--- config.mk ---
export PLATFORM = sky130hd
export DESIGN_NAME = ex_alu_flat
export DESIGN_NICKNAME = d
export VERILOG_FILES = /design/src/hw/ex_pkg.sv /design/src/hw/ex_result_if.sv /design/src/hw/ex_alu.sv /design/src/flat_wrapper.sv
export SDC_FILE = /design/constraint.sdc
export NUM_CORES = 2
export LEC_CHECK = 0
export ABC_AREA = 1
export BUFFER_PORTS_ARGS = -buffer_cell sky130_fd_sc_hd__buf_2
export CAP_MARGIN = 5
export CORE_MARGIN = 2
export CORE_UTILIZATION = 40
export DETAILED_ROUTE_END_ITERATION = 10
export SYNTH_ARGS = -nofsm -noshare
export SYNTH_HDL_FRONTEND = slang
export SYNTH_SLANG_ARGS = --single-unit
--- constraint.sdc ---
create_clock -name vclk -period 14.1
set_input_delay 3.525 -clock vclk [all_inputs]
set_output_delay 3.525 -clock vclk [all_outputs]
set_load 0.05 [all_outputs]
--- src/hw/ex_pkg.sv ---
package ex_pkg;

    // data word and full product
    typedef logic [31:0] word_t;
    typedef logic [63:0] dword_t;

    // register number, zero is the discard target
    typedef logic [4:0] reg_addr_t;

    localparam word_t     ZERO_WORD = 32'h0000_0000;
    localparam reg_addr_t REG_ZERO  = 5'd0;

    // operations handed over by decode
    typedef enum logic [5:0] {
        OP_NOP,
        OP_AND,
        OP_ANDI,
        OP_OR,
        OP_ORI,
        OP_XOR,
        OP_XORI,
        OP_NOR,
        OP_SLL,
        OP_SLLV,
        OP_SRL,
        OP_SRLV,
        OP_SRA,
        OP_SRAV,
        OP_LUI,
        OP_MOVN,
        OP_MOVZ,
        OP_MFHI,
        OP_MFLO,
        OP_MTHI,
        OP_MTLO,
        OP_ADD,
        OP_ADDI,
        OP_ADDU,
        OP_ADDIU,
        OP_SUB,
        OP_SUBU,
        OP_SLT,
        OP_SLTI,
        OP_SLTU,
        OP_SLTIU,
        OP_MUL,
        OP_MULT,
        OP_MULTU,
        OP_JALR,
        OP_JAL,
        OP_BLTZAL,
        OP_BGEZAL,
        OP_LB,
        OP_LBU,
        OP_LH,
        OP_LHU,
        OP_LW,
        OP_SB,
        OP_SH,
        OP_SW
    } oper_t;

    // operations that end in a HI/LO write instead of a register write
    function automatic logic writes_hilo(input oper_t op);
        return (op == OP_MULT) ||
               (op == OP_MULTU) ||
               (op == OP_MTHI) ||
               (op == OP_MTLO);
    endfunction

endpackage

--- src/hw/ex_result_if.sv ---
`timescale 1ns/1ps

// integer ALU result toward the merge stage
interface alu_result_if;
    import ex_pkg::*;

    logic      wreg_write;
    reg_addr_t wreg_addr;
    word_t     wreg_data;
    word_t     mem_addr;
    word_t     mem_data;

    modport alu (output wreg_write, wreg_addr, wreg_data, mem_addr, mem_data);
    modport merge (input wreg_write, wreg_addr, wreg_data, mem_addr, mem_data);
endinterface


--- src/hw/ex_alu.sv ---
`timescale 1ns/1ps

module ex_alu (
    input  ex_pkg::word_t     pc_i,
    input  ex_pkg::oper_t     oper_i,
    input  ex_pkg::word_t     reg1_i,
    input  ex_pkg::word_t     reg2_i,
    input  logic              wreg_write_i,
    input  ex_pkg::reg_addr_t wreg_addr_i,
    alu_result_if.alu         res
);
    import ex_pkg::*;

    word_t add_res;
    word_t sub_res;
    word_t mul_lo;
    word_t link_addr;
    logic  signed_lt;
    logic  unsigned_lt;
    logic  [4:0] shamt;

    // wrap-around arithmetic, no overflow trap
    assign add_res = reg1_i + reg2_i;
    assign sub_res = reg1_i - reg2_i;

    // opposite signs decide directly, otherwise the difference sign does
    assign signed_lt   = (reg1_i[31] != reg2_i[31]) ? reg1_i[31] : sub_res[31];
    assign unsigned_lt = (reg1_i < reg2_i);

    // low word is the same for signed and unsigned operands
    assign mul_lo = reg1_i * reg2_i;

    // return address skips the delay slot
    assign link_addr = pc_i + 32'd8;

    assign shamt = reg1_i[4:0];

    always_comb begin
        res.wreg_write = wreg_write_i;
        res.wreg_addr  = wreg_addr_i;
        res.wreg_data  = ZERO_WORD;
        res.mem_addr   = ZERO_WORD;
        res.mem_data   = ZERO_WORD;

        case (oper_i)
            OP_AND, OP_ANDI:   res.wreg_data = reg1_i & reg2_i;
            OP_OR, OP_ORI:     res.wreg_data = reg1_i | reg2_i;
            OP_XOR, OP_XORI:   res.wreg_data = reg1_i ^ reg2_i;
            OP_NOR:            res.wreg_data = ~(reg1_i | reg2_i);
            OP_SLL, OP_SLLV:   res.wreg_data = reg2_i << shamt;
            OP_SRL, OP_SRLV:   res.wreg_data = reg2_i >> shamt;
            OP_SRA, OP_SRAV:   res.wreg_data = $signed(reg2_i) >>> shamt;
            OP_LUI:            res.wreg_data = {reg2_i[15:0], 16'h0000};

            // conditional moves drop the write when the test fails
            OP_MOVN: begin
                if (reg2_i != ZERO_WORD) begin
                    res.wreg_data = reg1_i;
                end else begin
                    res.wreg_write = 1'b0;
                end
            end
            OP_MOVZ: begin
                if (reg2_i == ZERO_WORD) begin
                    res.wreg_data = reg1_i;
                end else begin
                    res.wreg_write = 1'b0;
                end
            end

            OP_ADD, OP_ADDI, OP_ADDU, OP_ADDIU: res.wreg_data = add_res;
            OP_SUB, OP_SUBU:   res.wreg_data = sub_res;
            OP_SLT, OP_SLTI:   res.wreg_data = {31'b0, signed_lt};
            OP_SLTU, OP_SLTIU: res.wreg_data = {31'b0, unsigned_lt};
            OP_MUL:            res.wreg_data = mul_lo;

            OP_JALR:           res.wreg_data = link_addr;
            // these always link, whatever decode requested
            OP_JAL, OP_BLTZAL, OP_BGEZAL: begin
                res.wreg_write = 1'b1;
                res.wreg_data  = link_addr;
            end

            OP_LB, OP_LBU, OP_LH, OP_LHU, OP_LW: begin
                res.mem_addr = add_res;
            end
            OP_SB, OP_SH, OP_SW: begin
                res.mem_addr = reg1_i;
                res.mem_data = reg2_i;
            end

            // HI/LO traffic is resolved in the merge stage
            OP_MULT, OP_MULTU, OP_MTHI, OP_MTLO, OP_MFHI, OP_MFLO: begin
                res.wreg_data = ZERO_WORD;
            end

            default: begin
                res.wreg_data = ZERO_WORD;
            end
        endcase
    end

endmodule

--- src/flat_wrapper.sv ---
// flat-port wrapper written by rule: the top's interface ports become plain ports
module ex_alu_flat import ex_pkg::*;
  (pc_i, oper_i, reg1_i, reg2_i, wreg_write_i, wreg_addr_i, res_wreg_write, res_wreg_addr, res_wreg_data, res_mem_addr, res_mem_data);
  alu_result_if res_i ();
  input  ex_pkg::word_t pc_i;
  input  ex_pkg::oper_t oper_i;
  input  ex_pkg::word_t reg1_i;
  input  ex_pkg::word_t reg2_i;
  input  logic wreg_write_i;
  input  ex_pkg::reg_addr_t wreg_addr_i;
  output wire logic [$bits(res_i.wreg_write)-1:0] res_wreg_write;
  output wire logic [$bits(res_i.wreg_addr)-1:0] res_wreg_addr;
  output wire logic [$bits(res_i.wreg_data)-1:0] res_wreg_data;
  output wire logic [$bits(res_i.mem_addr)-1:0] res_mem_addr;
  output wire logic [$bits(res_i.mem_data)-1:0] res_mem_data;
  assign res_wreg_write = res_i.wreg_write;
  assign res_wreg_addr = res_i.wreg_addr;
  assign res_wreg_data = res_i.wreg_data;
  assign res_mem_addr = res_i.mem_addr;
  assign res_mem_data = res_i.mem_data;
  ex_alu u_core (.pc_i(pc_i), .oper_i(oper_i), .reg1_i(reg1_i), .reg2_i(reg2_i), .wreg_write_i(wreg_write_i), .wreg_addr_i(wreg_addr_i), .res(res_i));
endmodule
# Word-level counts from Yosys, hierarchy flattened
# Index checks and enable logic that the tools add are counted.
[word_totals]
register_bits = 0
inputBits = 108
out_inout_bits = 102
wordCells = 77
[op_classes]
addsub = 3
multipliers = 1
order_cmp = 1
eq_ne = 40
shifts = 3
muxes = 9
n_bitwise = 4
reduce_logical = 16
[op_table]
columns = ["op", "n"]
rows = [
  ["32-bit one-hot mux with 16 select lines", 1],
  ["32-bit two-way mux", 3],
  ["6-bit by 5-bit equality test with 1-bit output (second input constant)", 12],
  ["6-bit equality test (second input constant)", 12],
  ["32-bit one-hot mux with 2 select lines", 1],
  ["6-bit by 4-bit equality test with 1-bit output (second input constant)", 8],
  ["32-bit adder", 1],
  ["32-bit by 4-bit adder with 32-bit output (second input constant)", 1],
  ["32-bit AND", 1],
  ["32-bit zero test", 1],
  ["32-bit less-than comparator", 1],
  ["32-bit by 32-bit multiplier with 32-bit output", 1],
  ["32-bit inverter", 1],
  ["32-bit OR", 1],
  ["32-bit nonzero test", 1],
  ["32-bit by 5-bit left shift with 32-bit output", 1],
  ["32-bit by 5-bit >> shifter with 32-bit output", 1],
  ["32-bit by 5-bit >>> shifter with 32-bit output", 1],
  ["32-bit subtractor", 1],
  ["32-bit bitwise XOR", 1],
  ["6-bit by 3-bit equality test with 1-bit output (second input constant)", 4],
  ["2-bit OR reduction", 9],
  ["6-bit by 2-bit equality test with 1-bit output (second input constant)", 2],
  ["4-bit OR reduction", 2],
  ["other kinds (6)", 9],
]

# Depth between registers and ports, before layout
[logic_depth]
ltp_word = 3
ltp_mapped = 35

# Least setup slack after synthesis
# Ideal clock, no wire load.
[synth_path]
path_kind = "input port to output port"
from = "in reg2_i[10]"
to = "out res_wreg_data[31]"
arrival_time_ns = 9.974
required_time_ns = 10.575
path_slack_ns = 0.601
stages = 29
cell_sequence = "clkbuf_1 > clkbuf_1 > clkbuf_1 > nand2_1 > fa_1 > inv_1 > fa_1 > fa_1 > inv_1 > fa_1 > inv_1 > fa_1 > inv_1 > fa_1 > inv_1 > fa_1 > fa_1 > ha_1 > a21oi_1 > o21ai_0 > a21oi_1 > nand3_1 > nand2_1 > o211ai_1 > a21oi_1 > inv_1 > nand2_1 > nand3_1 > nand2_1"
[synth_between]
elab_chain_len = 3
[synth_lines]
columns = ["element", "line_no", "text"]
rows = [
  ["from (decl)", "flat_wrapper.sv:8", "input ex_pkg::word_t reg2_i;"],
  ["parallel branches: the longest is 2 deep, another holds 32-bit by 32-bit multiplier with 32-bit output", "-", ""],
  ["32-bit one-hot mux with 16 select lines (*)", "ex_alu.sv:45", "case (oper_i)"],
  ["to (decl)", "flat_wrapper.sv:13", "output wire logic [$bits(res_i.wreg_data)-1:0] res_wreg_data;"],
]
# Every way passes the cells marked *.

# Worst setup path after layout
[layout_path]
from = "in reg2_i[11]"
to = "out res_wreg_data[24]"
# The elaborated chain is that of the path after synthesis.

==> impl_metrics.ini <==
[finish]
drive_gt1_share_pct = 10.1
fin_nets = 5379
num-clock-buffers = 0
area_delta_synth_final_pct = 9.67
final-seq-area_um2 = 0
final_cell_area_mm2 = 0.0307
multi_input_comb_area_mm2 = 0.0232
nFillCells = 7561
layout_common_cells = 1,235 x nand2_1, 978 x inv_1, 411 x fa_1
seq_cells = 0
final_util_pct = 44.5
layout_commonest_cell = nand2_1

[timing]
slew_headroom_pct = -0.222
rsz0062_at_grt = yes
setup_viol = 0
slew_viol_final = 1
setup_ws_ns = 0.0970
period_share_pct = 99.3
fmax_mhz = 71.4
totalNegativeSetupSlack_ns = 0
finalCriticalPeriod_ns = 14.00
hold_viol = 0
worst_slew_pin_slew_ns = 1.49

[critical_path]
endpoint_kind = output pin
cp_max_fo = 8
critPathArrivalTime_ns = 10.48
cp.required_ns = 10.57
crit_type = in2out
startpoint_type = input port

[floorplan]
placeableCoreArea_mm2 = 0.0689
ioPinCount = 210
fp.dieW_um = 269
die_h_um = 269
start_util_pct = 40.6
fp.dieArea_mm2 = 0.0721
num_rows = 96

[route]
first_pass_iters = 7
wl_per_cell_um = 25.6
ant_nets = 0
routed_via_density = 5.60
first_iter_violations = 3604
vias = 31300
drc = 0
routed_wl_um = 143000

[yosys]
postSynthCellCount = 4485
yosysUniqueCellTypes = 63
avgSynthCellArea_um2 = 6.24
yosysSeqAreaShare_pct = 0
ys_warn_count = 0
synth_nets = 5224
syn-cell-area_mm2 = 0.0280

[clocking]
cts_hold_buf = 0
ctsResizeCount = 0
cts_setup_buffers = 0

[global_route]
grt_max_degree = 74
overflow = 0
grt_pass1_wl_um = 205000
antenna_found_initial = 18
grt_util_all_layers_pct = 39.2
first_global_vias = 30700

[run]
maxCapViolations = 1

[place]
portBuffers = 200
gp_congestion = 1.13
dp_slack_ns = 0.127
hpwlAfterDp_um = 121000
placed_area_mm2 = 0.0306

[min_path]
hold_path.class = in2out

[run_status]
outcome = complete, but fails checks
failed_checks = max-capacitance violations, max-slew violations
-- per-layer routing --
| metal | track usage, % | up-vias | part of all wire (%) |
|---|---|---|---|
| li1 | - | 14100 | - |
| met1 | 50.0 | 15000 | 39 |
| met2 | 61.2 | 1749 | 43 |
| met3 | 7.50 | 453 | 9.9 |
| met4 | 24.5 | 12 | 7.8 |
| met5 | 0 | - | 0.055 |
-- synthesized netlist by cell type (16+ instances only) --
cell,n,area [um^2]
o21ai_1,16,80.1
a21oi_1,212,1060
o211ai_1,24,180
xor2_1,31,272
inv_2,23,86.3
o22ai_1,27,169
clkbuf_1,78,293
nand4_1,51,319
inv_1,979,3670
nor3_1,45,225
buf_1,37,139
o21ai_0,280,1400
buf_2,92,460
fa_1,411,8230
a221oi_1,16,140
nand2_1,1237,4640
nor2_1,257,965
ha_1,220,2750
nand3_1,233,1170
or2_2,22,138
-- worst max-delay path: stages --
cell	delay [ns]
clkbuf_4	0.22
ha_1	0.31
buf_4	0.19
fa_1	0.48
inv_1	0.05
fa_1	0.46
fa_1	0.54
inv_1	0.06
fa_1	0.40
fa_1	0.47
fa_1	0.59
fa_1	0.47
fa_1	0.50
ha_1	0.34
a21oi_1	0.19
o21ai_0	0.18
a21oi_1	0.17
nand3_1	0.11
or2_2	0.28
nand3_1	0.19
o21ai_0	0.18
nor2_1	0.17
nand2_1	0.13
buf_2	0.24
-- logic make-up after synthesis --
kind of cell	after synthesis	share of synthesized area, %
compound gates	675	13.7
xor+xnor	45	1.41
fa+ha+maj	631	39.2
buf+inv	1232	17.3
mux	11	0.393
simple gates	1891	28.0
-- final timing paths --
path	slack [ns]	to	depth (start not counted)	start
setup / recovery	0.1	res_wreg_data[24]	24	reg2_i[11]
hold / removal	7.05	res_wreg_addr[0]	0	wreg_addr_i[0]
-- stage by stage --
step | cells | hold slack [ns]
2_1_floorplan | 4485 | 7.22
3_3_place_gp | 5568 | 7.05
3_5_place_dp | 5568 | 7.05
4_1_cts | 5568 | 7.05
5_1_grt | 5571 | 7.05
6_report | 5580 | 7.05
-- final cells by class --
| class | instances | share of cell area, % |
|---|---|---|
| well taps | 931 | 3.79 |
| diodes | 11 | 0.0897 |
| inverters | 1004 | 12.3 |
| repair buffers | 381 | 8.31 |
| multi-input cells | 3253 | 75.5 |
Power is not shown: default switching activity piles up to over one toggle a cycle in this logic, so the estimate is an artifact.
