--- src/hw/ex_pkg.sv ---
package ex_pkg;

    // data word and full product
    typedef logic [31:0] word_t;
    typedef logic [63:0] dword_t;

    // register number, zero is the discard target
    typedef logic [4:0] reg_addr_t;

    localparam word_t     ZERO_WORD = 32'h0000_0000;
    localparam reg_addr_t REG_ZERO  = 5'd0;

    // operations handed over by decode
    typedef enum logic [5:0] {
        OP_NOP,
        OP_AND,
        OP_ANDI,
        OP_OR,
        OP_ORI,
        OP_XOR,
        OP_XORI,
        OP_NOR,
        OP_SLL,
        OP_SLLV,
        OP_SRL,
        OP_SRLV,
        OP_SRA,
        OP_SRAV,
        OP_LUI,
        OP_MOVN,
        OP_MOVZ,
        OP_MFHI,
        OP_MFLO,
        OP_MTHI,
        OP_MTLO,
        OP_ADD,
        OP_ADDI,
        OP_ADDU,
        OP_ADDIU,
        OP_SUB,
        OP_SUBU,
        OP_SLT,
        OP_SLTI,
        OP_SLTU,
        OP_SLTIU,
        OP_MUL,
        OP_MULT,
        OP_MULTU,
        OP_JALR,
        OP_JAL,
        OP_BLTZAL,
        OP_BGEZAL,
        OP_LB,
        OP_LBU,
        OP_LH,
        OP_LHU,
        OP_LW,
        OP_SB,
        OP_SH,
        OP_SW
    } oper_t;

    // operations that end in a HI/LO write instead of a register write
    function automatic logic writes_hilo(input oper_t op);
        return (op == OP_MULT) ||
               (op == OP_MULTU) ||
               (op == OP_MTHI) ||
               (op == OP_MTLO);
    endfunction

endpackage

--- src/hw/ex_result_if.sv ---


// HI/LO write request and MFHI/MFLO read data
interface hilo_result_if;
    import ex_pkg::*;

    logic  whilo;
    word_t hi;
    word_t lo;
    logic  rd_sel;
    word_t rd_data;

    modport hilo (output whilo, hi, lo, rd_sel, rd_data);
    modport merge (input whilo, hi, lo, rd_sel, rd_data);
endinterface

--- src/hw/ex_hilo_unit.sv ---
`timescale 1ns/1ps

module ex_hilo_unit (
    input  logic           clk_i,
    input  logic           arst_n_i,
    input  ex_pkg::oper_t  oper_i,
    input  ex_pkg::word_t  reg1_i,
    input  ex_pkg::word_t  reg2_i,
    input  logic           pend_valid_i,
    input  logic           pend_whilo_i,
    input  ex_pkg::word_t  pend_hi_i,
    input  ex_pkg::word_t  pend_lo_i,
    hilo_result_if.hilo    res
);
    import ex_pkg::*;

    word_t  hi_q;
    word_t  lo_q;
    word_t  fwd_hi;
    word_t  fwd_lo;
    logic   pend_wr;
    logic   is_signed;
    logic   res_sign;
    word_t  abs_reg1;
    word_t  abs_reg2;
    dword_t mul_abs;
    dword_t mul_res;

    // write sitting in the EX/MEM register, committed on the next edge
    assign pend_wr = pend_valid_i && pend_whilo_i;

    always_ff @(posedge clk_i or negedge arst_n_i) begin
        if (!arst_n_i) begin
            hi_q <= ZERO_WORD;
            lo_q <= ZERO_WORD;
        end else if (pend_wr) begin
            hi_q <= pend_hi_i;
            lo_q <= pend_lo_i;
        end
    end

    // pending write wins over the stored pair
    assign fwd_hi = pend_wr ? pend_hi_i : hi_q;
    assign fwd_lo = pend_wr ? pend_lo_i : lo_q;

    // multiply magnitudes, then fix the sign
    assign is_signed = (oper_i == OP_MULT);
    assign res_sign  = is_signed && (reg1_i[31] ^ reg2_i[31]);
    assign abs_reg1  = (is_signed && reg1_i[31]) ? -reg1_i : reg1_i;
    assign abs_reg2  = (is_signed && reg2_i[31]) ? -reg2_i : reg2_i;
    assign mul_abs   = dword_t'(abs_reg1) * dword_t'(abs_reg2);
    assign mul_res   = res_sign ? -mul_abs : mul_abs;

    always_comb begin
        res.whilo   = writes_hilo(oper_i);
        res.hi      = fwd_hi;
        res.lo      = fwd_lo;
        res.rd_sel  = 1'b0;
        res.rd_data = ZERO_WORD;

        case (oper_i)
            OP_MULT, OP_MULTU: begin
                res.hi = mul_res[63:32];
                res.lo = mul_res[31:0];
            end
            // a move replaces one half, the other keeps its current value
            OP_MTHI: res.hi = reg1_i;
            OP_MTLO: res.lo = reg1_i;
            OP_MFHI: begin
                res.rd_sel  = 1'b1;
                res.rd_data = fwd_hi;
            end
            OP_MFLO: begin
                res.rd_sel  = 1'b1;
                res.rd_data = fwd_lo;
            end
            default: begin
                res.rd_sel = 1'b0;
            end
        endcase
    end

endmodule

--- src/flat_wrapper.sv ---
// flat-port wrapper written by rule: the top's interface ports become plain ports
module ex_hilo_unit_flat import ex_pkg::*;
  (clk_i, arst_n_i, oper_i, reg1_i, reg2_i, pend_valid_i, pend_whilo_i, pend_hi_i, pend_lo_i, res_whilo, res_hi, res_lo, res_rd_sel, res_rd_data);
  hilo_result_if res_i ();
  input  logic clk_i;
  input  logic arst_n_i;
  input  ex_pkg::oper_t oper_i;
  input  ex_pkg::word_t reg1_i;
  input  ex_pkg::word_t reg2_i;
  input  logic pend_valid_i;
  input  logic pend_whilo_i;
  input  ex_pkg::word_t pend_hi_i;
  input  ex_pkg::word_t pend_lo_i;
  output wire logic [$bits(res_i.whilo)-1:0] res_whilo;
  output wire logic [$bits(res_i.hi)-1:0] res_hi;
  output wire logic [$bits(res_i.lo)-1:0] res_lo;
  output wire logic [$bits(res_i.rd_sel)-1:0] res_rd_sel;
  output wire logic [$bits(res_i.rd_data)-1:0] res_rd_data;
  assign res_whilo = res_i.whilo;
  assign res_hi = res_i.hi;
  assign res_lo = res_i.lo;
  assign res_rd_sel = res_i.rd_sel;
  assign res_rd_data = res_i.rd_data;
  ex_hilo_unit u_core (.clk_i(clk_i), .arst_n_i(arst_n_i), .oper_i(oper_i), .reg1_i(reg1_i), .reg2_i(reg2_i), .pend_valid_i(pend_valid_i), .pend_whilo_i(pend_whilo_i), .pend_hi_i(pend_hi_i), .pend_lo_i(pend_lo_i), .res(res_i));
endmodule
--- config.mk ---
export PLATFORM = sky130hd
export DESIGN_NAME = ex_hilo_unit_flat
export DESIGN_NICKNAME = d
export VERILOG_FILES = /design/src/hw/ex_pkg.sv /design/src/hw/ex_result_if.sv /design/src/hw/ex_hilo_unit.sv /design/src/flat_wrapper.sv
export SDC_FILE = /design/constraint.sdc
export NUM_CORES = 2
export LEC_CHECK = 0
export BUFFER_PORTS_ARGS = -buffer_cell sky130_fd_sc_hd__buf_2
export CAP_MARGIN = 20
export CORE_UTILIZATION = 50
export CTS_CLUSTER_DIAMETER = 200
export DETAILED_ROUTE_END_ITERATION = 12
export MAX_ROUTING_LAYER = met4
export PLACE_DENSITY = 0.65
export SETUP_SLACK_MARGIN = 0.4
export SYNTH_ARGS = -nofsm -noshare
export SYNTH_HDL_FRONTEND = slang
export SYNTH_SLANG_ARGS = --single-unit
--- constraint.sdc ---
create_clock -name clk_i -period 22.6 [get_ports clk_i]
set_input_delay 3.39 -clock clk_i [delete_from_list [all_inputs] [get_ports clk_i]]
set_output_delay 3.39 -clock clk_i [all_outputs]
set_load 0.02 [all_outputs]
# [Word level (Yosys, flattened, before mapping)]
# Index checks and enable logic that the tools add are counted.
[op_classes] n_eq_ne=6 add_sub_neg=3 n_bitwise=1 n_reduce_logical=9 muxes=9 mul=1
[op_table] op="$pmux W32 S2" count=3
[op_table] op="$mux W32" count=4
[op_table] op="$mul A32 B32 Y64" count=1
[op_table] op="$mux W64" count=1
[op_table] op="$neg A32 Y32" count=2
[op_table] op="$neg A64 Y64" count=1
[op_table] op="$eq A6 B5 Y1 const B" count=4
[op_table] op="$eq A6 B6 Y1 const B" count=2
[op_table] op="$logic_and A1 B1 Y1" count=4
[op_table] op="$reduce_or A2 Y1" count=2
[op_table] op="$logic_or A1 B1 Y1" count=3
[op_table] op="$mux W1" count=1
[op_table] op="$xor A1 B1 Y1" count=1
[totals] reg_bits=64 in_bits=138 output_inout_bits=98

# [Depth between registers and ports, before layout]
[depth] ltp_word=7 depth_mapped=41

# [Least setup slack after synthesis]
# OpenSTA, ideal clock, no wires.
[synth_timing] path_type="input to output" start="input port reg2_i[0]" end="output port res_hi[30]" setup_slack_ns=5.525 cell_stages=38 arrival_time_ns=13.685 n_path_buf=4 cell_sequence="clkbuf_1 inv_1 clkbuf_1 ha_1 nand3_1 nor4_1 and3_1 nand2_1 o21ai_0 xor2_1 clkbuf_1 nor2_1 fa_1 inv_1 fa_1 inv_1 fa_1 fa_1 (+2 left out) fa_1 inv_1 fa_1 inv_1 ha_1 clkbuf_1 a21oi_1 o211ai_1 a221oi_1 and2_1 nand3_1 o21ba_2 xor2_1 or4_1 nor4_2 and3_1 a21oi_1 o311ai_1"
[synth_between] elab_chain_len=6
[synth_lines] item="start: declaration" line_no="flat_wrapper.sv:9" rtl="input ex_pkg::word_t reg2_i;"
[synth_lines] item="$neg A32 Y32" line_no="ex_hilo_unit.sv:50" rtl="assign abs_reg2 = (is_signed && reg2_i[31]) ? -reg2_i : reg2_i;"
[synth_lines] item="$mux W32 *" line_no="ex_hilo_unit.sv:50"
[synth_lines] item="$mul A32 B32 Y64 *" line_no="ex_hilo_unit.sv:51" rtl="assign mul_abs = dword_t'(abs_reg1) * dword_t'(abs_reg2);"
[synth_lines] item="$neg A64 Y64" line_no="ex_hilo_unit.sv:52" rtl="assign mul_res = res_sign ? -mul_abs : mul_abs;"
[synth_lines] item="$mux W64 *" line_no="ex_hilo_unit.sv:52"
[synth_lines] item="$pmux W32 S2 *" line_no="ex_hilo_unit.sv:61" rtl="case (oper_i)"
[synth_lines] item="end: declaration" line_no="flat_wrapper.sv:15" rtl="output wire logic [$bits(res_i.hi)-1:0] res_hi;"
# Every way passes the cells marked *; elsewhere a longest branch is shown, timed or not.

# [Worst setup path in the final report]
[layout_timing] start="input port reg2_i[0]" end="output port res_hi[31]"
# Same word-level chain as after synthesis.

==> impl_results.md <==
- Worst min-delay path class: reg -> reg
- Cell types occupying the most area after synthesis: fa_1 45%, inv_1 9.2%, ha_1 8.3%, nor2_1 6.2%, nand2_1 6.0%
- Terminating pin of the worst hold path: u_core.hi_q[17]
- CTS H-tree depth: 3
- Setup Skew: 0 ns
- Count of endpoints failing hold in the final timing report: 0
- Length of the first detailed-routing pass in iterations: 5
- Cells resized by post-CTS repair: 0
- Quantity of I/O buffers inserted on ports: 235
- Core Footprint: 79,130 um^2
- Number of antenna-violating nets in the routed design: 0
- Max stage delay on crit path: 0.81 ns
- Class of the most critical setup path: in -> out
- Synthesized netlist cell count: 4,826
- Cell accounting for the most synthesized area: fa_1
- Crit-path max FO: 25
- Post-route DRC: 0
- EDFF count, synth: 0
- Share of the synthesized area in the top cell type: 44.73%
- Number of post-CTS setup repair buffers: 0
- R2r startpoint: u_core.lo_q[31]
- Final critical-path share of the clock period: 85.09%
- Sum Neg Setup Slack: 0 ns
- Worst hold path cell count: 2
- Via count of the first global-routing pass: 35,990
- Total of hold buffers inserted after clock tree synthesis: 0
- Total CTS buffers: 9
- Kind of end point of the critical path: primary output
- Remaining global-route overflow: 0
- Status: complete, no violations
- Top Ports: 236
- Post-detail-place hpwl: 119,900 um
- Layout Area Growth over Synthesis: 8.265%
- CTS tree: done
- Height of the die: 285.2 um
- Min-Delay Startpoint: u_core.hi_q[17]
- Reg2Reg Setup Slack: 21.56 ns
- Number of clock sinks seen by CTS: 64
- Starting utilization of the core area: 50.68%
- Worst slew margin: 19.92%
- Final net count: 6,236
- Fraction of synthesis flops using an asynchronous set or reset pin: 100.0%
- Routed length per placed instance: 24.52 um
- Global router's overall resource usage: 37.92%
- Vias: 35,267
- Critical Path Start Type: input port
- Primary FF master, synth: dfrtp_1
- Arrival time at the worst endpoint: 15.84 ns
- Max-slew violation count: 0
- Min cycle time layout: 19.23 ns
- Worst-path clk slew: 0.06 ns
- Seq/Total Area, Yosys: 3.994%
- Critical R2R Capture: u_core.lo_q[31]
- Total wire length: 147,000 um
- Area of the mapped netlist: 40,100 um^2
- Buffer cell driving the clock tree root: clkbuf_16
- Initial detailed-routing violation count: 3,330
- Via density: 5.884
- Wire length of the first global-routing pass: 222,700 um
- Largest buffer count on any clock path: 2
- Cell row count: 103
- RSZ-0062 raised after global routing: no
- Maximum clock frequency: 0.05200 GHz
- Maximum number of pins on one net before global-route repair: 65
- CP required: 19.21 ns
- Share of post-route cells with drive strength above 1: 10.06%
- Number of distinct standard cells referenced by the synthesized netlist: 87
- Number of storage elements in the synthesis netlist: 64
- Synthesized area per cell: 8.310 um^2
- Logic depth of the worst register-to-register path: 2
- Count of endpoints failing setup in the final report: 0
- Slew at the pin with the worst max-slew slack: 1.185 ns
- MaxCap Viol Count: 0
- Warnings from Yosys: 0
- Most common cell on crit path: fa_1
- Initial antenna violation count: 2
- Clock latency at the later pin of the worst-skew pair: 0.35 ns
- Overall die area: 81,340 um^2
- Synthesized Nets: 6,126
- Horizontal die dimension: 285.2 um
- Crit-path slowest cell: xor2_1
- Global placement routability congestion: 1.034
## area by class of cell
cell class	count	area [um^2]
antenna	3	7.507
clock buffer	11	242.7
clock inverter	5	80.08
fill	7547	35710
inverter	982	3686
multi-input combinational	3522	34390
sequential	64	1602
tap	1050	1314
timing repair buffer	357	2096
## state kept, by name (all words and copies together) (netlist names)
name,flops
u_core.hi_q,32
u_core.lo_q,32
## metal layers
layer / vias to the layer above / part of all wire (%) / GRT usage, %
met5: - / 0 / -
met4: 0 / 6.3 / 18.82
met3: 453 / 11 / 7.280
met2: 1926 / 45 / 57.23
met1: 17970 / 38 / 48.87
li1: 14918 / - / -
## cell usage after synthesis (all sizes together), types with 34 or more instances
cell type	number
clkbuf	245
nand2	638
fa	896
mux2i	42
ha	266
nor2	665
inv	982
o21ai	125
a22oi	34
a21oi	127
xor2	90
xnor2	125
nor3	43
dfrtp	64
o22ai	34
## how the worst max path moves through the flow
stage	start	to	slack, ns	depth (start not counted)
finish	reg2_i[0]	res_hi[31]	3.37	36
global route	reg1_i[3]	res_hi[31]	2.71	36
CTS	reg1_i[3]	res_hi[30]	3.65	36
detailed placement	reg1_i[3]	res_hi[30]	3.67	36
global placement	reg2_i[0]	res_hi[30]	3.73	36
floorplan	reg2_i[0]	res_hi[30]	5.53	38
## stage by stage
stage | std cells | instance area, um^2 | hold WS, ns | utilization (%) | setup WS (ns)
finish | 5994 | 43420 | 0.5118 | 54.87 | 3.369
global route | 5992 | 43410 | 0.5252 | 54.86 | 2.707
CTS | 5991 | 43410 | 0.5080 | 54.86 | 3.646
detailed placement | 5975 | 43090 | 0.4945 | 54.45 | 3.674
global placement | 5974 | 43080 | 0.4863 | 54.44 | 3.733
floorplan | 4826 | 40100 | 0.4701 | - | 5.525
## cell families after synthesis
logic type,after synthesis,synth area share [%]
adder cells (fa/ha/maj),1162,53.03
AND/OR/NAND/NOR,1556,16.31
multiplexers,74,1.947
flip-flops,64,3.994
XOR/XNOR,215,4.696
AO/OA/AOI/OAI,515,8.355
buffers and inverters,1240,11.68
## critical path: cells and delay by family
| family | cells | cell delay, ns |
|---|---|---|
| simple gates | 9 | 2.56 |
| buf+inv | 8 | 1.91 |
| fa+ha+maj | 10 | 5.05 |
| compound gates | 7 | 1.80 |
| xor+xnor | 2 | 1.08 |
## layout by cell type, fill, tap and decap left out, drive strengths merged, types with 15 or more instances in the layout
cell    count
xor2       90
a22oi      34
nand2b     19
o21ai     125
xnor2     125
a21oi     127
nor4       24
nand3      31
nand4      30
nand2     638
a21o       25
inv       982
o22ai      34
a211oi     16
nor2      665
buf       357
a31oi      23
fa        896
o31ai      16
mux2       32
dfrtp      64
ha        266
nor3       43
o221ai     28
and3       16
mux2i      42
and2       23
or3        15
Power is left out: the tool's default activity adds up to more than one toggle a clock period on the data nets, which glitch-free logic cannot reach.
