**src/hw/ex_pkg.sv**
```systemverilog
package ex_pkg;

    // data word and full product
    typedef logic [31:0] word_t;
    typedef logic [63:0] dword_t;

    // register number, zero is the discard target
    typedef logic [4:0] reg_addr_t;

    localparam word_t     ZERO_WORD = 32'h0000_0000;
    localparam reg_addr_t REG_ZERO  = 5'd0;

    // operations handed over by decode
    typedef enum logic [5:0] {
        OP_NOP,
        OP_AND,
        OP_ANDI,
        OP_OR,
        OP_ORI,
        OP_XOR,
        OP_XORI,
        OP_NOR,
        OP_SLL,
        OP_SLLV,
        OP_SRL,
        OP_SRLV,
        OP_SRA,
        OP_SRAV,
        OP_LUI,
        OP_MOVN,
        OP_MOVZ,
        OP_MFHI,
        OP_MFLO,
        OP_MTHI,
        OP_MTLO,
        OP_ADD,
        OP_ADDI,
        OP_ADDU,
        OP_ADDIU,
        OP_SUB,
        OP_SUBU,
        OP_SLT,
        OP_SLTI,
        OP_SLTU,
        OP_SLTIU,
        OP_MUL,
        OP_MULT,
        OP_MULTU,
        OP_JALR,
        OP_JAL,
        OP_BLTZAL,
        OP_BGEZAL,
        OP_LB,
        OP_LBU,
        OP_LH,
        OP_LHU,
        OP_LW,
        OP_SB,
        OP_SH,
        OP_SW
    } oper_t;

    // operations that end in a HI/LO write instead of a register write
    function automatic logic writes_hilo(input oper_t op);
        return (op == OP_MULT) ||
               (op == OP_MULTU) ||
               (op == OP_MTHI) ||
               (op == OP_MTLO);
    endfunction

endpackage

```
**src/hw/ex_result_if.sv**
```systemverilog
`timescale 1ns/1ps

// integer ALU result toward the merge stage
interface alu_result_if;
    import ex_pkg::*;

    logic      wreg_write;
    reg_addr_t wreg_addr;
    word_t     wreg_data;
    word_t     mem_addr;
    word_t     mem_data;

    modport alu (output wreg_write, wreg_addr, wreg_data, mem_addr, mem_data);
    modport merge (input wreg_write, wreg_addr, wreg_data, mem_addr, mem_data);
endinterface

// HI/LO write request and MFHI/MFLO read data
interface hilo_result_if;
    import ex_pkg::*;

    logic  whilo;
    word_t hi;
    word_t lo;
    logic  rd_sel;
    word_t rd_data;

    modport hilo (output whilo, hi, lo, rd_sel, rd_data);
    modport merge (input whilo, hi, lo, rd_sel, rd_data);
endinterface

```
**src/hw/ex_result_merge.sv**
```systemverilog
`timescale 1ns/1ps

module ex_result_merge (
    input  logic               clk_i,
    input  logic               arst_n_i,
    input  logic               valid_i,
    input  ex_pkg::oper_t      oper_i,
    alu_result_if.merge        alu,
    hilo_result_if.merge       hilo,
    output logic               valid_o,
    output ex_pkg::oper_t      oper_o,
    output logic               wreg_write_o,
    output ex_pkg::reg_addr_t  wreg_addr_o,
    output ex_pkg::word_t      wreg_data_o,
    output logic               whilo_o,
    output ex_pkg::word_t      hi_o,
    output ex_pkg::word_t      lo_o,
    output ex_pkg::word_t      mem_addr_o,
    output ex_pkg::word_t      mem_data_o
);
    import ex_pkg::*;

    logic      wreg_write_d;
    reg_addr_t wreg_addr_d;
    word_t     wreg_data_d;

    // pick the register write source
    always_comb begin
        wreg_write_d = alu.wreg_write;
        wreg_addr_d  = alu.wreg_addr;
        wreg_data_d  = alu.wreg_data;

        if (hilo.whilo) begin
            wreg_write_d = 1'b0;
            wreg_addr_d  = REG_ZERO;
        end else if (hilo.rd_sel) begin
            wreg_data_d = hilo.rd_data;
        end
    end

    always_ff @(posedge clk_i or negedge arst_n_i) begin
        if (!arst_n_i) begin
            valid_o      <= 1'b0;
            oper_o       <= OP_NOP;
            wreg_write_o <= 1'b0;
            whilo_o      <= 1'b0;
        end else begin
            valid_o      <= valid_i;
            oper_o       <= valid_i ? oper_i : OP_NOP;
            wreg_write_o <= valid_i && wreg_write_d;
            whilo_o      <= valid_i && hilo.whilo;
        end
    end

    // payload, zeroed in empty cycles
    always_ff @(posedge clk_i) begin
        if (valid_i) begin
            wreg_addr_o <= wreg_addr_d;
            wreg_data_o <= wreg_data_d;
            hi_o        <= hilo.hi;
            lo_o        <= hilo.lo;
            mem_addr_o  <= alu.mem_addr;
            mem_data_o  <= alu.mem_data;
        end else begin
            wreg_addr_o <= REG_ZERO;
            wreg_data_o <= ZERO_WORD;
            hi_o        <= ZERO_WORD;
            lo_o        <= ZERO_WORD;
            mem_addr_o  <= ZERO_WORD;
            mem_data_o  <= ZERO_WORD;
        end
    end

endmodule

```
**src/flat_wrapper.sv**
```systemverilog
// flat-port wrapper written by rule: the top's interface ports become plain ports
module ex_result_merge_flat import ex_pkg::*;
  (clk_i, arst_n_i, valid_i, oper_i, valid_o, oper_o, wreg_write_o, wreg_addr_o, wreg_data_o, whilo_o, hi_o, lo_o, mem_addr_o, mem_data_o, alu_wreg_write, alu_wreg_addr, alu_wreg_data, alu_mem_addr, alu_mem_data, hilo_whilo, hilo_hi, hilo_lo, hilo_rd_sel, hilo_rd_data);
  alu_result_if alu_i ();
  hilo_result_if hilo_i ();
  input  logic clk_i;
  input  logic arst_n_i;
  input  logic valid_i;
  input  ex_pkg::oper_t oper_i;
  output logic valid_o;
  output ex_pkg::oper_t oper_o;
  output logic wreg_write_o;
  output ex_pkg::reg_addr_t wreg_addr_o;
  output ex_pkg::word_t wreg_data_o;
  output logic whilo_o;
  output ex_pkg::word_t hi_o;
  output ex_pkg::word_t lo_o;
  output ex_pkg::word_t mem_addr_o;
  output ex_pkg::word_t mem_data_o;
  input wire logic [$bits(alu_i.wreg_write)-1:0] alu_wreg_write;
  input wire logic [$bits(alu_i.wreg_addr)-1:0] alu_wreg_addr;
  input wire logic [$bits(alu_i.wreg_data)-1:0] alu_wreg_data;
  input wire logic [$bits(alu_i.mem_addr)-1:0] alu_mem_addr;
  input wire logic [$bits(alu_i.mem_data)-1:0] alu_mem_data;
  input wire logic [$bits(hilo_i.whilo)-1:0] hilo_whilo;
  input wire logic [$bits(hilo_i.hi)-1:0] hilo_hi;
  input wire logic [$bits(hilo_i.lo)-1:0] hilo_lo;
  input wire logic [$bits(hilo_i.rd_sel)-1:0] hilo_rd_sel;
  input wire logic [$bits(hilo_i.rd_data)-1:0] hilo_rd_data;
  assign alu_i.wreg_write = alu_wreg_write;
  assign alu_i.wreg_addr = alu_wreg_addr;
  assign alu_i.wreg_data = alu_wreg_data;
  assign alu_i.mem_addr = alu_mem_addr;
  assign alu_i.mem_data = alu_mem_data;
  assign hilo_i.whilo = hilo_whilo;
  assign hilo_i.hi = hilo_hi;
  assign hilo_i.lo = hilo_lo;
  assign hilo_i.rd_sel = hilo_rd_sel;
  assign hilo_i.rd_data = hilo_rd_data;
  ex_result_merge u_core (.clk_i(clk_i), .arst_n_i(arst_n_i), .valid_i(valid_i), .oper_i(oper_i), .alu(alu_i), .hilo(hilo_i), .valid_o(valid_o), .oper_o(oper_o), .wreg_write_o(wreg_write_o), .wreg_addr_o(wreg_addr_o), .wreg_data_o(wreg_data_o), .whilo_o(whilo_o), .hi_o(hi_o), .lo_o(lo_o), .mem_addr_o(mem_addr_o), .mem_data_o(mem_data_o));
endmodule
```
**config.mk**
```make
export PLATFORM = sky130hd
export DESIGN_NAME = ex_result_merge_flat
export DESIGN_NICKNAME = d
export VERILOG_FILES = /design/src/hw/ex_pkg.sv /design/src/hw/ex_result_if.sv /design/src/hw/ex_result_merge.sv /design/src/flat_wrapper.sv
export SDC_FILE = /design/constraint.sdc
export NUM_CORES = 1
export LEC_CHECK = 0
export BUFFER_PORTS_ARGS = -buffer_cell sky130_fd_sc_hd__buf_2
export CAP_MARGIN = 20
export CORE_AREA = 3 3 148 150
export DETAILED_ROUTE_END_ITERATION = 6
export DIE_AREA = 0 0 151 153
export PLACE_DENSITY = 0.6
export SLEW_MARGIN = 10
export SYNTH_ARGS = -nofsm -noshare
export SYNTH_HDL_FRONTEND = slang
export SYNTH_SLANG_ARGS = --single-unit
```
**constraint.sdc**
```tcl
create_clock -name clk_i -period 0.8 [get_ports clk_i]
set_clock_uncertainty 0.05 [all_clocks]
set_input_delay 0.08 -clock clk_i [delete_from_list [all_inputs] [get_ports clk_i]]
set_output_delay 0.08 -clock clk_i [all_outputs]
set_load 0.01 [all_outputs]
```
Yosys cells after proc, flatten, opt, wreduce, memory -nomap -nowiden:

Cells that the tools add are included.

* register bits: 174
* latch bits: 0
* memory bits (writable): 0
* memory bits (read-only): 0
* input bits: 209
* logic and storage cells: 18
* memories kept: 0

* add/subtract/negate cells: 0
* multiply operators: 0
* divide/modulo/power cells: 0
* $lt $le $gt $ge: 0
* equal/unequal tests: 0
* shift operators: 0
* multiplexer cells: 4
* bitwise gates (word level): 1
* reduce and logical (&&, ||, !) cells: 3

Operators by type and width (count)
* 32-bit 2-to-1 mux: 2
* 6-bit 2-to-1 mux: 1
* 1-bit logical AND: 2
* 2-bit OR reduction: 1
* 1-bit 2-to-1 mux: 1
* 1-bit NOT: 1

Longest topological paths before layout:

* depth in word-level cells: 2
* gate-level depth with buffers: 5
* mapped depth without buffers: 2

Least setup slack after synthesis:

OpenSTA, ideal clock, no wires.

* path kind: input port to flip-flop
* from: input hilo_rd_sel
* to: register u_core.wreg_data_o[10]
* data arrival time: 0.663 ns
* required time: 0.678 ns
* path slack: 0.015 ns
* stages on the path: 4
* path through: nor2b_1 buf_6 buf_8 mux2i_1

* cells in the longest elaborated chain, start to end: 2

Ends and longest elaborated chain
* start, declared: line flat_wrapper.sv:28 `input wire logic [$bits(hilo_i.rd_sel)-1:0] hilo_rd_sel;`
* 32-bit 2-to-1 mux: line ex_result_merge.sv:36 `end else if (hilo.rd_sel) begin`
* 32-bit 2-to-1 mux: line ex_result_merge.sv:33 `if (hilo.whilo) begin`
* end signal, assigned: line ex_result_merge.sv:59 `wreg_data_o <= wreg_data_d;`
* end, declared: line ex_result_merge.sv:14 `output ex_pkg::word_t wreg_data_o,`

No other way between the ends.
A chain may end at the register's enable or synchronous reset.

Final worst setup path:

* from: register u_core.wreg_write_o
* to: output wreg_write_o

RTL lines
* start, declared: line ex_result_merge.sv:12 `output logic wreg_write_o,`
* start signal, assigned: line ex_result_merge.sv:50 `wreg_write_o <= valid_i && wreg_write_d;`
* end, declared: line flat_wrapper.sv:12 `output logic wreg_write_o;`

No word-level cell between the ends.

==> impl_metrics.yaml <==
routing:
  wl_per_cell_um: 14.6
  drt_iter0_markers: 136
  drc: 0
  routed.top_layer: "met4"
  via_count: 5179
  wl_um: 19200
  viasPerCell: 3.93
  drtPass1Iterations: 4
  drt-met1-wl_um: 6720
  wl_met3_um: 1750
  drtAntennaViolNets: 0
  wl_met2_um: 9970
synth:
  syn_inst: 439
  synth_nets: 648
  avgSynthCellArea_sq_um: 11.8
  synth_area_leaders: "dfxtp_1 64%, and2_1 17%, mux2i_1 6.2%"
  seq_area_frac_synth_pct: 68.4
  netlist_area_sq_um: 5160
  synth_top_area_cell: "dfxtp_1"
  ys_types: 12
  ys_seq_elements: 174
  ys_warn_count: 0
  yosysTopAreaCellShare_pct: 64.0
cts:
  cts_num_sinks: 174
  htree_num_levels: 4
  cts_setup_buffers: 0
  cts_tree: "done"
  numCtsBuffers: 17
  cts.path.max_buffers: 2
  clk_pin_slew_ns: 0.07
  root_buffer: "clkbuf_16"
finish:
  post-route-util_pct: 51.3
  final_cells: 1317
  diodes: 0
  drive_gt1_share_pct: 48.8
  nets: 1238
  seqCellArea_sq_um: 3640
  final_area_sq_um: 10700
  fill_cells: 1752
  multi_input_area_sq_um: 1460
  area_delta_synth_final_pct: 107
power_and_ir_drop:
  ir_drop_uv: 1190
  comb_power_share_pct: 14.8
  p_sw_share_pct: 24.2
  power.internal_mw: 15.8
  power_mw: 20.9
  clkPwrFrac_pct: 40.2
  switchingPower_mw: 5.05
  seqPwrFrac_pct: 45.0
  powerDensity_nw_per_um2: 1950
  leakage_nw: 5.15
worst_setup_path:
  critPathBufInv: 1
  critPathKind: "flip-flop to primary output"
  cp-end-kind: "primary output"
  arrival_ns: 0.95
  start_kind: "flip-flop"
  slowest_delay_ns: 0.39
  path_max_fanout: 1
  cp_top_family: "flip-flops"
  crit_chain: "buf_2"
  slowest_stage: "dfrtp_1"
  cp.required_ns: 0.67
die:
  coreArea_sq_um: 20800
  num_rows: 53
  die-width_um: 151
  fp.dieH_um: 153
  start_util_pct: 24.8
  dieArea_sq_um: 23100
  io_pins: 383
status:
  run_status: "complete, but fails checks"
  violations: "negative setup slack"
placement:
  port_buffers: 382
  dp_hpwl_um: 11900
  placed_cell_area_sq_um: 7340
  gp_congestion: 0.780
  placedCellCount: 1077
  place_ws_ns: -0.163
sta:
  fin_crit_ns: 1.08
  fmax_ghz: 0.924
  setup_viol_count_final: 178
  slew_violations: 0
  setup_slack_ns: -0.282
  period_share_pct: 135
  relSlewSlack_pct: 79.5
  finalHoldViolCount: 0
  rsz0062_at_grt: "true"
  worst_pin_slew_ns: 0.308
grt:
  grt_max_degree: 93
  grt_pass1_wl_um: 28200
  track_usage_pct: 15.8
  gr-total-overflow: 0
  grt_pass1_vias: 5607
  antenna_found_initial: 0
hold_path:
  min_path_type: "primary input to asynchronous set/reset pin"
flow_run:
  maxCapViolations: 0
==> cells in the mapped netlist, drive strengths merged <==
library cell,count
and2b,1
dfxtp,165
dfrtp,9
buf,13
and2,141
clkbuf,13
nor2b,1
mux2i,32
nand2,64
==> per-layer routing <==
metal | up-vias | track usage, %
li1 | 2525 | -
met1 | 2327 | 15.1
met2 | 271 | 29.2
met3 | 56 | 6.14
met4 | 0 | 7.51
met5 | - | 0
==> cell type report <==
class	count	share of cell area (%)
tap	275	3.22
sequential	174	34.0
multi-input combinational	239	13.7
timing repair buffer	597	43.4
clock inverter	13	1.33
clock buffer	19	4.34
==> worst max-delay path by stage <==
stage                   startpoint                      to  slack, ns  depth (start not counted)
2_1_floorplan          hilo_rd_sel  u_core.wreg_data_o[10]       0.02                          4
3_3_place_gp            hilo_whilo   u_core.wreg_data_o[6]      -0.11                          4
3_5_place_dp            hilo_whilo  u_core.wreg_data_o[13]      -0.16                          4
4_1_cts        u_core.wreg_write_o            wreg_write_o      -0.32                          1
5_1_grt        u_core.wreg_write_o            wreg_write_o      -0.33                          1
6_report       u_core.wreg_write_o            wreg_write_o      -0.28                          1
==> stage by stage <==
step           setup TNS [ns]  hold WS [ns]
2_1_floorplan               0        -0.266
3_3_place_gp           -12.39        -0.104
3_5_place_dp           -13.12        -0.100
4_1_cts                -37.71       -0.0365
5_1_grt                -39.54       -0.0126
6_report               -31.23       0.00550
==> registers in the layout (all words and copies together), names as in the netlist <==
signal and count:
u_core.mem_data_o 32, u_core.hi_o 32, u_core.wreg_data_o 32, u_core.oper_o 6, u_core.valid_o 1, u_core.wreg_write_o 1
u_core.lo_o 32, u_core.wreg_addr_o 5, u_core.whilo_o 1, u_core.mem_addr_o 32
==> placed cells by master (no fill, tap or decap) <==
cell type / n
buf_2: 293
dlygate4sd3_1: 208
and2_1: 141
buf_6: 88
dfxtp_2: 86
dfxtp_1: 79
nand2_1: 64
mux2i_1: 32
clkbuf_16: 18
dfrtp_1: 9
inv_6: 5
buf_4: 5
buf_12: 3
clkinv_4: 2
inv_8: 2
and2b_1: 1
nor2b_4: 1
clkbuf_8: 1
clkinv_2: 1
clkinvlp_4: 1
bufinv_16: 1
clkinv_8: 1
==> kinds of logic after synthesis <==
| logic type | Yosys count | synth area share, % |
|---|---|---|
| AND/OR/NAND/NOR | 207 | 22.0 |
| flip-flops | 174 | 68.4 |
| buffers and inverters | 26 | 3.39 |
| multiplexers | 32 | 6.21 |
==> power groups by stage <==
stage                     sequential, mW  clock, mW  combinational (mW)
final                               9.40       8.41                3.09
after floorplan                     9.75          0               0.560
after global placement              9.46          0                1.95
after detailed placement            9.47          0                1.97
after global routing                9.44       9.01                3.33
after CTS                           9.32       8.78                2.90
==> what timing repair did <==
| item | in CTS | in global routing |
|---|---|---|
| hold buffers | 207 | 2 |
| gates resized for setup | 78 | 105 |
| setup endpoints to repair | 174 | 184 |
| hold endpoints to repair | 183 | 14 |
(Power assumes the default switching activity.)
